[src/common/trellisPkg.sv]
// Shared definitions for the demodulator top-level glue
// Bus and sample widths, host address map, DAC select codes
// and the DAC sample word
package trellisPkg;

  //**************************************************************************
  // Widths
  //**************************************************************************
  localparam int BUS_WIDTH    = 16;     // Host data bus
  localparam int ADDR_WIDTH   = 12;     // Byte address, bit 1 picks the halfword
  localparam int REG_WIDTH    = 32;
  localparam int SAMPLE_WIDTH = 18;     // Demod and trellis sample streams
  localparam int DAC_WIDTH    = 14;
  localparam int NUM_DACS     = 3;
  localparam int SEL_WIDTH    = 4;

  //**************************************************************************
  // Address map
  //**************************************************************************
  // Space codes sit in address bits 11..8
  localparam logic [3:0] SPACE_MISC = 4'hF;
  localparam logic [3:0] SPACE_DAC  = 4'hE;

  // Misc register offsets
  localparam logic [7:0] MISC_VERSION = 8'h00;
  localparam logic [7:0] MISC_CLOCK   = 8'h04;
  localparam logic [7:0] MISC_RESET   = 8'h08;

  // DAC select register n lives at base + stride*n
  localparam logic [7:0] DAC_SEL_BASE   = 8'h00;
  localparam int         DAC_SEL_STRIDE = 4;

  localparam logic [15:0] VER_NUMBER = 16'h007D;

  // Select codes that route the trellis stream to a DAC
  localparam logic [SEL_WIDTH-1:0] SEL_TRELLIS_I     = 4'h8;
  localparam logic [SEL_WIDTH-1:0] SEL_TRELLIS_Q     = 4'h9;
  localparam logic [SEL_WIDTH-1:0] SEL_TRELLIS_PHERR = 4'hA;
  localparam logic [SEL_WIDTH-1:0] SEL_TRELLIS_INDEX = 4'hB;

  localparam int RESET_STRETCH = 5;     // Software reset length in cycles

  //**************************************************************************
  // DAC sample word
  //**************************************************************************
  // Same 18 bits seen as a two's complement sample or split for the DAC
  typedef union packed {
    logic signed [SAMPLE_WIDTH-1:0] sample;
    struct packed {
      logic                               sign;
      logic [DAC_WIDTH-2:0]               mag;   // Bits 16..4
      logic [SAMPLE_WIDTH-DAC_WIDTH-1:0]  low;   // Dropped below the DAC LSB
    } fields;
  } dacSample_u;

endpackage

[src/logic/hostBusPort.sv]
// Host register port
// Decodes the address space into write strobes for the misc and DAC
// blocks, and returns the selected halfword of their read words one
// cycle after the read

`timescale 1ns/100ps

module hostBusPort (
  input  logic                             ck933,
  input  logic                             clockCounterEn,
  input  logic                             busCs_i,
  input  logic                             busWe_i,
  input  logic                             busRd_i,
  input  logic [trellisPkg::ADDR_WIDTH-1:0] busAddr_i,
  input  logic [trellisPkg::BUS_WIDTH-1:0]  busWrData_i,
  input  logic [trellisPkg::REG_WIDTH-1:0]  miscRdWord_i,
  input  logic [trellisPkg::REG_WIDTH-1:0]  dacRdWord_i,
  output logic                             miscWr_o,
  output logic                             dacWr_o,
  output logic [7:0]                       regOffset_o,
  output logic                             halfHigh_o,
  output logic [trellisPkg::BUS_WIDTH-1:0]  wrData_o,
  output logic [trellisPkg::BUS_WIDTH-1:0]  busRdData_o
);

  import trellisPkg::*;

  logic [3:0]           space;
  logic                 wrCycle;
  logic                 rdCycle;
  logic [REG_WIDTH-1:0] rdWord;
  logic [BUS_WIDTH-1:0] rdHalf;

  //**************************************************************************
  // Address decode
  //**************************************************************************
  assign space   = busAddr_i[ADDR_WIDTH-1:ADDR_WIDTH-4];
  assign wrCycle = busCs_i & busWe_i;
  assign rdCycle = busCs_i & busRd_i;

  // Blocks see the byte offset, so bit 1 still tells the halves apart
  assign regOffset_o = busAddr_i[7:0];
  assign halfHigh_o  = busAddr_i[1];
  assign wrData_o    = busWrData_i;

  assign miscWr_o = wrCycle && (space == SPACE_MISC);
  assign dacWr_o  = wrCycle && (space == SPACE_DAC);

  //**************************************************************************
  // Read data
  //**************************************************************************
  always_comb begin
    case (space)
      SPACE_MISC: rdWord = miscRdWord_i;
      SPACE_DAC:  rdWord = dacRdWord_i;
      default:    rdWord = '0;            // Unmapped space
    endcase
  end

  assign rdHalf = halfHigh_o ? rdWord[REG_WIDTH-1:BUS_WIDTH] : rdWord[BUS_WIDTH-1:0];

  // Loaded on the read cycle only, held until the next read
  always_ff @(posedge ck933 or posedge clockCounterEn) begin
    if (clockCounterEn) begin
      busRdData_o <= '0;
    end else if (rdCycle) begin
      busRdData_o <= rdHalf;
    end
  end

endmodule

[src/misc/miscRegs.sv]
// Miscellaneous register block
// Version word, free-running clock counter with start and capture,
// and the software reset stretched out to the DAC reset pin

`timescale 1ns/100ps

module miscRegs (
  input  logic                            ck933,
  input  logic                            clockCounterEn,
  input  logic                            miscWr_i,
  input  logic [7:0]                      regOffset_i,
  input  logic                            halfHigh_i,
  input  logic [trellisPkg::BUS_WIDTH-1:0] wrData_i,
  output logic [trellisPkg::REG_WIDTH-1:0] miscRdWord_o,
  output logic                            softReset_o
);

  import trellisPkg::*;

  logic [7:0]                         wordOffset;
  logic                               clockWr;
  logic                               resetWr;
  logic [REG_WIDTH-1:0]               clockCounter;
  logic [REG_WIDTH-1:0]               clockHold;
  logic [$clog2(RESET_STRETCH)-1:0]   resetCount;

  assign wordOffset = {regOffset_i[7:2], 2'b00};

  // Counter control comes from the low halfword, data bit 0
  assign clockWr = miscWr_i && !halfHigh_i && (wordOffset == MISC_CLOCK);
  assign resetWr = miscWr_i && (wordOffset == MISC_RESET);

  //**************************************************************************
  // Clock counter
  //**************************************************************************
  always_ff @(posedge ck933 or posedge clockCounterEn) begin
    if (clockCounterEn) begin
      clockCounter <= '0;
      clockHold    <= '0;
    end else begin
      if (clockWr && wrData_i[0]) begin
        clockCounter <= '0;                 // Start
      end else begin
        clockCounter <= clockCounter + 1'b1;
      end
      // Capture the count as it lands at this edge, so hold = edges since start
      if (clockWr && !wrData_i[0]) begin
        clockHold <= clockCounter + 1'b1;
      end
    end
  end

  //**************************************************************************
  // Software reset stretcher
  //**************************************************************************
  // Output rises on the write edge and stays up for RESET_STRETCH cycles
  always_ff @(posedge ck933 or posedge clockCounterEn) begin
    if (clockCounterEn) begin
      resetCount  <= '0;
      softReset_o <= 1'b0;
    end else if (resetWr) begin
      resetCount  <= $bits(resetCount)'(RESET_STRETCH - 1);
      softReset_o <= 1'b1;
    end else if (resetCount != 0) begin
      resetCount <= resetCount - 1'b1;
    end else begin
      softReset_o <= 1'b0;
    end
  end

  // Read word for the current offset
  always_comb begin
    case (wordOffset)
      MISC_VERSION: miscRdWord_o = {VER_NUMBER, 16'h0000};
      MISC_CLOCK:   miscRdWord_o = clockHold;
      default:      miscRdWord_o = '0;      // Reset register reads back zero
    endcase
  end

endmodule

[src/dac/dacOutputSelect.sv]
// DAC output stage
// Per-channel select registers pick the trellis or the legacy demod
// stream; the chosen sample is loaded into the DAC word on its sync
// with the sign bit flipped for offset binary

`timescale 1ns/100ps

module dacOutputSelect (
  input  logic                               ck933,
  input  logic                               clockCounterEn,
  input  logic                               softReset_i,
  input  logic                               dacWr_i,
  input  logic [7:0]                         regOffset_i,
  input  logic [trellisPkg::BUS_WIDTH-1:0]    wrData_i,
  input  logic [trellisPkg::SAMPLE_WIDTH-1:0] demodSample_i [trellisPkg::NUM_DACS],
  input  logic [trellisPkg::NUM_DACS-1:0]     demodSync_i,
  input  logic [trellisPkg::SAMPLE_WIDTH-1:0] trellisSample_i [trellisPkg::NUM_DACS],
  input  logic [trellisPkg::NUM_DACS-1:0]     trellisSync_i,
  output logic [trellisPkg::REG_WIDTH-1:0]    dacRdWord_o,
  output logic [trellisPkg::DAC_WIDTH-1:0]    dacData_o [trellisPkg::NUM_DACS]
);

  import trellisPkg::*;

  logic [SEL_WIDTH-1:0] dacSel [NUM_DACS];
  logic [NUM_DACS-1:0]  selWr;
  logic [NUM_DACS-1:0]  selRd;
  logic [NUM_DACS-1:0]  useTrellis;
  dacSample_u           muxSample [NUM_DACS];
  logic [NUM_DACS-1:0]  muxSync;

  // Codes 8..B belong to the trellis decoder
  function automatic logic isTrellis(input logic [SEL_WIDTH-1:0] code);
    case (code)
      SEL_TRELLIS_I,
      SEL_TRELLIS_Q,
      SEL_TRELLIS_PHERR,
      SEL_TRELLIS_INDEX: isTrellis = 1'b1;
      default:           isTrellis = 1'b0;
    endcase
  endfunction

  //**************************************************************************
  // Select registers
  //**************************************************************************
  always_comb begin
    for (int n = 0; n < NUM_DACS; n++) begin
      // Exact byte offset match, so only the low halfword writes
      selWr[n] = dacWr_i && (regOffset_i == 8'(DAC_SEL_BASE + n * DAC_SEL_STRIDE));
      selRd[n] = ({regOffset_i[7:2], 2'b00} == 8'(DAC_SEL_BASE + n * DAC_SEL_STRIDE));
      useTrellis[n] = isTrellis(dacSel[n]);
    end
  end

  always_ff @(posedge ck933 or posedge clockCounterEn) begin
    if (clockCounterEn) begin
      for (int n = 0; n < NUM_DACS; n++) begin
        dacSel[n] <= '0;
      end
    end else begin
      for (int n = 0; n < NUM_DACS; n++) begin
        if (softReset_i) begin
          dacSel[n] <= '0;
        end else if (selWr[n]) begin
          dacSel[n] <= wrData_i[SEL_WIDTH-1:0];
        end
      end
    end
  end

  // Zero-extended readback, high half always zero
  always_comb begin
    dacRdWord_o = '0;
    for (int n = 0; n < NUM_DACS; n++) begin
      if (selRd[n]) begin
        dacRdWord_o = {{(REG_WIDTH - SEL_WIDTH){1'b0}}, dacSel[n]};
      end
    end
  end

  //**************************************************************************
  // Source mux and DAC output registers
  //**************************************************************************
  always_ff @(posedge ck933) begin
    for (int n = 0; n < NUM_DACS; n++) begin
      muxSample[n].sample <= useTrellis[n] ? $signed(trellisSample_i[n])
                                           : $signed(demodSample_i[n]);
    end
  end

  always_ff @(posedge ck933 or posedge clockCounterEn) begin
    if (clockCounterEn) begin
      muxSync <= '0;
      for (int n = 0; n < NUM_DACS; n++) begin
        dacData_o[n] <= '0;
      end
    end else begin
      for (int n = 0; n < NUM_DACS; n++) begin
        if (softReset_i) begin
          muxSync[n]   <= 1'b0;
          dacData_o[n] <= '0;
        end else begin
          muxSync[n] <= useTrellis[n] ? trellisSync_i[n] : demodSync_i[n];
          // Offset binary: flip the sign, keep bits 16..4
          if (muxSync[n]) begin
            dacData_o[n] <= {~muxSample[n].fields.sign, muxSample[n].fields.mag};
          end
        end
      end
    end
  end

endmodule

[src/logic/trellisTop.sv]
// Demodulator top-level glue
// Host register port, misc register block and the DAC output stage

`timescale 1ns/100ps

module trellisTop (
  input  logic                               ck933,
  input  logic                               clockCounterEn,
  input  logic                               busCs_i,
  input  logic                               busWe_i,
  input  logic                               busRd_i,
  input  logic [trellisPkg::ADDR_WIDTH-1:0]   busAddr_i,
  input  logic [trellisPkg::BUS_WIDTH-1:0]    busWrData_i,
  input  logic [trellisPkg::SAMPLE_WIDTH-1:0] demodSample_i [trellisPkg::NUM_DACS],
  input  logic [trellisPkg::NUM_DACS-1:0]     demodSync_i,
  input  logic [trellisPkg::SAMPLE_WIDTH-1:0] trellisSample_i [trellisPkg::NUM_DACS],
  input  logic [trellisPkg::NUM_DACS-1:0]     trellisSync_i,
  output logic [trellisPkg::BUS_WIDTH-1:0]    busRdData_o,
  output logic [trellisPkg::DAC_WIDTH-1:0]    dacData_o [trellisPkg::NUM_DACS],
  output logic                               dacRst_o
);

  import trellisPkg::*;

  logic                 miscWr;
  logic                 dacWr;
  logic [7:0]           regOffset;
  logic                 halfHigh;
  logic [BUS_WIDTH-1:0] wrData;
  logic [REG_WIDTH-1:0] miscRdWord;
  logic [REG_WIDTH-1:0] dacRdWord;
  logic                 softReset;

  assign dacRst_o = softReset;          // Also clears the DAC stage

  hostBusPort uHostBusPort (
    .ck933          (ck933),
    .clockCounterEn (clockCounterEn),
    .busCs_i        (busCs_i),
    .busWe_i        (busWe_i),
    .busRd_i        (busRd_i),
    .busAddr_i      (busAddr_i),
    .busWrData_i    (busWrData_i),
    .miscRdWord_i   (miscRdWord),
    .dacRdWord_i    (dacRdWord),
    .miscWr_o       (miscWr),
    .dacWr_o        (dacWr),
    .regOffset_o    (regOffset),
    .halfHigh_o     (halfHigh),
    .wrData_o       (wrData),
    .busRdData_o    (busRdData_o)
  );

  miscRegs uMiscRegs (
    .ck933          (ck933),
    .clockCounterEn (clockCounterEn),
    .miscWr_i       (miscWr),
    .regOffset_i    (regOffset),
    .halfHigh_i     (halfHigh),
    .wrData_i       (wrData),
    .miscRdWord_o   (miscRdWord),
    .softReset_o    (softReset)
  );

  dacOutputSelect uDacOutputSelect (
    .ck933           (ck933),
    .clockCounterEn  (clockCounterEn),
    .softReset_i     (softReset),
    .dacWr_i         (dacWr),
    .regOffset_i     (regOffset),
    .wrData_i        (wrData),
    .demodSample_i   (demodSample_i),
    .demodSync_i     (demodSync_i),
    .trellisSample_i (trellisSample_i),
    .trellisSync_i   (trellisSync_i),
    .dacRdWord_o     (dacRdWord),
    .dacData_o       (dacData_o)
  );

endmodule

[config.mk]
export PLATFORM = sky130hd
export DESIGN_NAME = trellisTop
export DESIGN_NICKNAME = d
export VERILOG_FILES = /design/src/common/trellisPkg.sv /design/src/logic/hostBusPort.sv /design/src/misc/miscRegs.sv /design/src/dac/dacOutputSelect.sv /design/src/logic/trellisTop.sv
export SDC_FILE = /design/constraint.sdc
export NUM_CORES = 1
export LEC_CHECK = 0
export ABC_AREA = 1
export BUFFER_PORTS_ARGS = -buffer_cell sky130_fd_sc_hd__buf_2
export CELL_PAD_IN_SITES_DETAIL_PLACEMENT = 1
export CELL_PAD_IN_SITES_GLOBAL_PLACEMENT = 2
export CORE_MARGIN = 1
export CORE_UTILIZATION = 30
export DETAILED_ROUTE_END_ITERATION = 6
export PLACE_DENSITY_LB_ADDON = 0.1
export SYNTH_ARGS = -nofsm -noshare
export SYNTH_HDL_FRONTEND = slang
export SYNTH_SLANG_ARGS = --single-unit
[constraint.sdc]
create_clock -name ck933 -period 4.7 [get_ports ck933]
set_input_delay 0.235 -clock ck933 [delete_from_list [all_inputs] [get_ports ck933]]
set_output_delay 0.235 -clock ck933 [all_outputs]
set_load 0.005 [all_outputs]
* After elaboration in Yosys (flattened, before gate mapping)
Memory sizes are Yosys's and may differ from the RTL's. Index checks and enable logic that the tools add are counted.
Storage, ports and cells: register bits 141, latch bits 0, RAM bits 54, memory bits (read-only) 0, input port bits 147, output and inout bits 59, logic and storage cells 100, memories 1
Memory list:
- uDacOutputSelect.muxSample | depth 3, width 18, read ports 3, clocked after Yosys merged registers in 0, write ports 3, RTL line dacOutputSelect.sv:29 | dacSample_u muxSample [NUM_DACS];
Operators by class: $add $sub $neg 2, multiply operators 0, divide/modulo/power cells 0, $lt $le $gt $ge 0, equality and inequality tests 19, shifts and indexed selects 0, muxes and demuxes 35, bitwise logic cells 5, reduce and logical (&&, ||, !) cells 26
Operator list (number):
- $pmux W32 S2 | 2
- $mux W14 | 6
- $eq A4 B4 Y1 const B | 14
- $mux W18 | 3
- $mux W4 | 9
- $add A32 B1 Y32 const B | 1
- $mux W32 | 1
- $logic_not A8 Y1 | 2
- $mux W16 | 1
- $reduce_bool A2 Y1 | 7
- $reduce_or A4 Y1 | 3
- $mux W1 | 11
- $logic_and A1 B1 Y1 | 10
- $eq A8 B3 Y1 const B | 1
- $eq A8 B4 Y1 const B | 1
- $eq A6 B1 Y1 const B | 1
- $eq A6 B2 Y1 const B | 1
- $logic_not A6 Y1 | 1
- $mux W3 | 2
- $not A1 Y1 | 3
- $reduce_bool A3 Y1 | 1
- $sub A3 B1 Y3 const B | 1
- $and A1 B1 Y1 | 2
- $logic_not A1 Y1 | 2
- $ne A2 B1 Y1 const B | 1

* Logic depth before layout (Yosys ltp)
word-level depth 6, gate-level depth with buffers 11, mapped depth without buffers 10

* Cells and area by module
Synthesis repeated with hierarchy kept, for this count alone.
Unflattened totals: cells, all modules 1223, area total of the unflattened synthesis 9321.4 µm²
By module, submodules not included:
- dacOutputSelect | instances 1, cells each 497, area each 4244.1 µm², seq. area each 2267.2 µm²
- miscRegs | instances 1, cells each 512, area each 3683.5 µm², seq. area each 1701.6 µm²
- hostBusPort | instances 1, cells each 214, area each 1393.8 µm², seq. area each 400.4 µm²

* Worst setup path after synthesis
No wires, ideal clock.
path type reg-to-reg, start point register uMiscRegs.clockCounter[0], end point register uMiscRegs.clockCounter[16], arrival time 1.451 ns, data required time 4.634 ns, path slack 3.183 ns, stages on the path, launching flop included 8, path buffers 0, clock period less this slack 1.517 ns, cells stage by stage dfrtp_1 -> ha_1 -> nand3_2 -> nor2_4 -> nand2_1 -> nor2_1 -> xor2_1 -> and2_1
Between the ends: longest elaborated chain between the ends 2
RTL lines:
- from (decl) | RTL line miscRegs.sv:23 | logic [REG_WIDTH-1:0] clockCounter;
- from (signal assigned) | RTL line miscRegs.sv:44 | clockCounter <= clockCounter + 1'b1;
- $add A32 B1 Y32 | RTL line miscRegs.sv:44
- $mux W32 | RTL line miscRegs.sv:41 | if (clockWr && wrData_i[0]) begin
Every way passes these cells. A chain may end at the register's enable or synchronous reset.

* Worst setup path in the final report
start point register uMiscRegs.clockCounter[0], end point register uMiscRegs.clockHold[30]
Between the ends: longest elaborated chain between the ends 1
RTL lines:
- $add A32 B1 Y32 | RTL line miscRegs.sv:48 | clockHold <= clockCounter + 1'b1;
- to (signal assigned) | RTL line miscRegs.sv:48
- to (decl) | RTL line miscRegs.sv:24 | logic [REG_WIDTH-1:0] clockHold;
Every way passes these cells.

==> impl_metrics.tcl <==
set metrics [dict create \
    clock-sinks 183 \
    hold-worst-slack_ns -0.0200 \
    crit_path_end_kind "register" \
    leakagePower_nw 5.53 \
    antenna_found_initial 0 \
    overflow 0 \
    worstPathRequired_ns 5.03 \
    crit_type "reg2reg" \
    hold_viol 17 \
    placedInstanceArea_um2 9260 \
    cts.repair.resized 0 \
    skew_ns 0.0145 \
    drive_gt1_share_pct 19.0 \
    via_per_inst 4.46 \
    synth_warnings 0 \
    crit_fanout 5 \
    yosysSeqAreaShare_pct 54.0 \
    portBuffers 169 \
    place.gp.congestion 0.778 \
    multi_input_area_um2 3190 \
    setup_ws_ns 2.67 \
    fillers 3229 \
    p_per_area_nw_per_um2 378 \
    dp_hpwl_um 16500 \
    crit_path_start_kind "register" \
    floorplan.die_area_um2 27600 \
    syn_area_um2 8100 \
    start_util_pct 30.8 \
    die_w_um 166 \
    cp.arrival_ns 2.36 \
    fin_crit_sh_pct 43.3 \
    path_clk_slew_ns 0.08 \
    regArea_um2 4370 \
    pre_cts_ws_ns 2.53 \
    synthesis.instances 1006 \
    drtAntennaViolNets 0 \
    io_pins 206 \
    violations "design-rule violations, negative hold slack" \
    wl_per_cell_um 14.8 \
    grt_pass1_vias 7439 \
    cts_root_buffer "clkbuf_16" \
    clk_path_buf_depth 2 \
    coreArea_um2 26300 \
    synth.net_count 1156 \
    area_delta_synth_final_pct 29.6 \
    num_vias 7051 \
    num_rows 59 \
    cts-buffers-inserted 17 \
    power_w 0.00396 \
    grt_usage_pct 17.9 \
    drcViolationCount 3 \
    clock_latency_ns 0.43 \
    finalCriticalPeriod_ns 2.03 \
    ys_types 36 \
    h-tree-depth 4 \
    grt_pass1_wl_um 39300 \
    synth-async-reset-ratio_pct 77.0 \
    die_y_um 166 \
    drv_cap 0 \
    synth-main-ff-cell "dfrtp_1" \
    drv_slew 0 \
    synth-edff-count 0 \
    fin_nets 1384 \
    cts_tree "yes" \
    setup_tns_ns 0 \
    min_path_type "in2async" \
    synth-seq-cells 183 \
    clock.fmax_ghz 0.491 \
    rsz0062_at_grt "false" \
    slew_headroom_pct 34.6 \
    irDropWorstVdd_mv 0.189 \
    first_pass_iters 6 \
    antenna_cells 0 \
    status "finished, violations left" \
    grt_max_degree 100 \
    drt-initial-drc-count 182 \
    stdcell_area_um2 10500 \
    tightestPinTransition_ns 0.981 \
    avgSynthCellArea_um2 8.05 \
    setup_viol 0 \
    routed_wl_um 23400 \
]
==> cell usage in the layout (no fill, tap or decap), drive strengths merged, types with 12 or more instances in the layout <==
cell type    instances
nor2                90
inv                107
clkbuf              17
dlygate4sd3         64
buf                174
nand3               58
nand4               12
a21oi               20
dfrtp              141
dfxtp               42
o21ai               88
clkinv              12
nand2              364
==> per-stage QoR <==
stage | utilization, % | std cells
2_1_floorplan | - | 1006
3_3_place_gp | 35.3 | 1486
3_5_place_dp | 35.3 | 1486
4_1_cts | 39.9 | 1582
5_1_grt | 39.9 | 1582
6_report | 39.9 | 1582
==> final timing paths <==
| path | startpoint | end | slack, ns | depth (start not counted) |
|---|---|---|---|---|
| setup / recovery | uMiscRegs.clockCounter[0] | uMiscRegs.clockHold[30] | 2.67 | 10 |
| max in group asynchronous | clockCounterEn | uMiscRegs.clockCounter[3] | 3.57 | 3 |
| setup reg to reg | uMiscRegs.clockCounter[0] | uMiscRegs.clockHold[30] | 2.67 | 10 |
| hold reg to reg | uDacOutputSelect.muxSample[0][17] | uDacOutputSelect.dacData_o[41] | 0.42 | 1 |
| hold / removal | clockCounterEn | uDacOutputSelect.dacSel[5] | -0.02 | 2 |
| min in group ck933 | trellisSample_i[51] | uDacOutputSelect.muxSample[0][15] | 0.02 | 3 |
==> per-layer routing <==
layer,global-route usage (%),up-vias,wire [µm]
li1,-,3611,-
met1,24.3,3300,11600
met2,28.6,124,10300
met3,4.50,16,1130
met4,3.99,0,230
met5,0,-,0
==> cell families (layout without fill, tap and decap cells) <==
| family | after synthesis | count (layout) | share of synthesized area, % |
|---|---|---|---|
| AO/OA/AOI/OAI | 112 | 112 | 7.05 |
| XOR/XNOR | 16 | 16 | 1.73 |
| adder cells (fa/ha/maj) | 3 | 3 | 0.464 |
| buffers and inverters | 133 | 374 | 6.68 |
| flip-flops | 183 | 183 | 54.0 |
| multiplexers | 8 | 8 | 0.989 |
| AND/OR/NAND/NOR | 551 | 551 | 29.1 |
==> cell type report <==
class	instances	area share [%]
Clock inverter	15	1.56
Tap cell	335	3.99
Clock buffer	17	4.05
Timing Repair Buffer	238	14.5
Inverter	104	3.79
Multi-Input combinational cell	690	30.4
Sequential cell	183	41.6
==> sequential cells by signal, indices dropped and copies added (netlist names) <==
register	count
uDacOutputSelect.muxSync	3
uHostBusPort.busRdData_o	16
uDacOutputSelect.dacData_o	42
uMiscRegs.clockHold	32
uMiscRegs.softReset_o	1
uMiscRegs.resetCount	3
uDacOutputSelect.muxSample	42
uDacOutputSelect.dacSel	12
uMiscRegs.clockCounter	32
==> synth_stat cells, types with 8 or more instances <==
cell type / n / area share, %
nand4_1: 12 / 0.93
a21oi_1: 20 / 1.2
nand2_1: 359 / 17
nand3b_1: 8 / 0.74
nor3_1: 8 / 0.49
nand3_1: 54 / 3.3
nor2_1: 83 / 3.8
dfxtp_1: 42 / 10
clkbuf_1: 18 / 0.83
o21ai_1: 9 / 0.56
inv_1: 99 / 4.6
xor2_1: 9 / 0.97
mux2i_1: 8 / 0.99
o21ai_0: 78 / 4.8
dfrtp_1: 141 / 44
==> critical path, stage by stage (launching register included) <==
cell,delay [ns]
dfrtp_1,0.42
ha_1,0.30
nand3_2,0.20
nor2_4,0.21
inv_1,0.06
nor2_1,0.31
nand2_1,0.09
nand2_1,0.08
nand2_1,0.12
nand2_1,0.10
nand2_1,0.05
==> repair_timing <==
action / in CTS / in global routing
setup buffers: 0 / 0
hold endpoints to repair: 34 / 0
setup endpoints to repair: 0 / 0
hold buffers: 64 / 0
==> power breakdown <==
part | internal (W) | leakage (nW) | total [W] | switching, W
Combinational | 0.000297 | 3.16 | 0.000649 | 0.000351
Sequential | 0.00176 | 2.08 | 0.00188 | 0.000123
Clock | 0.000714 | 0.290 | 0.00143 | 0.000714
Note: power is estimated with default switching activity, not from simulation.
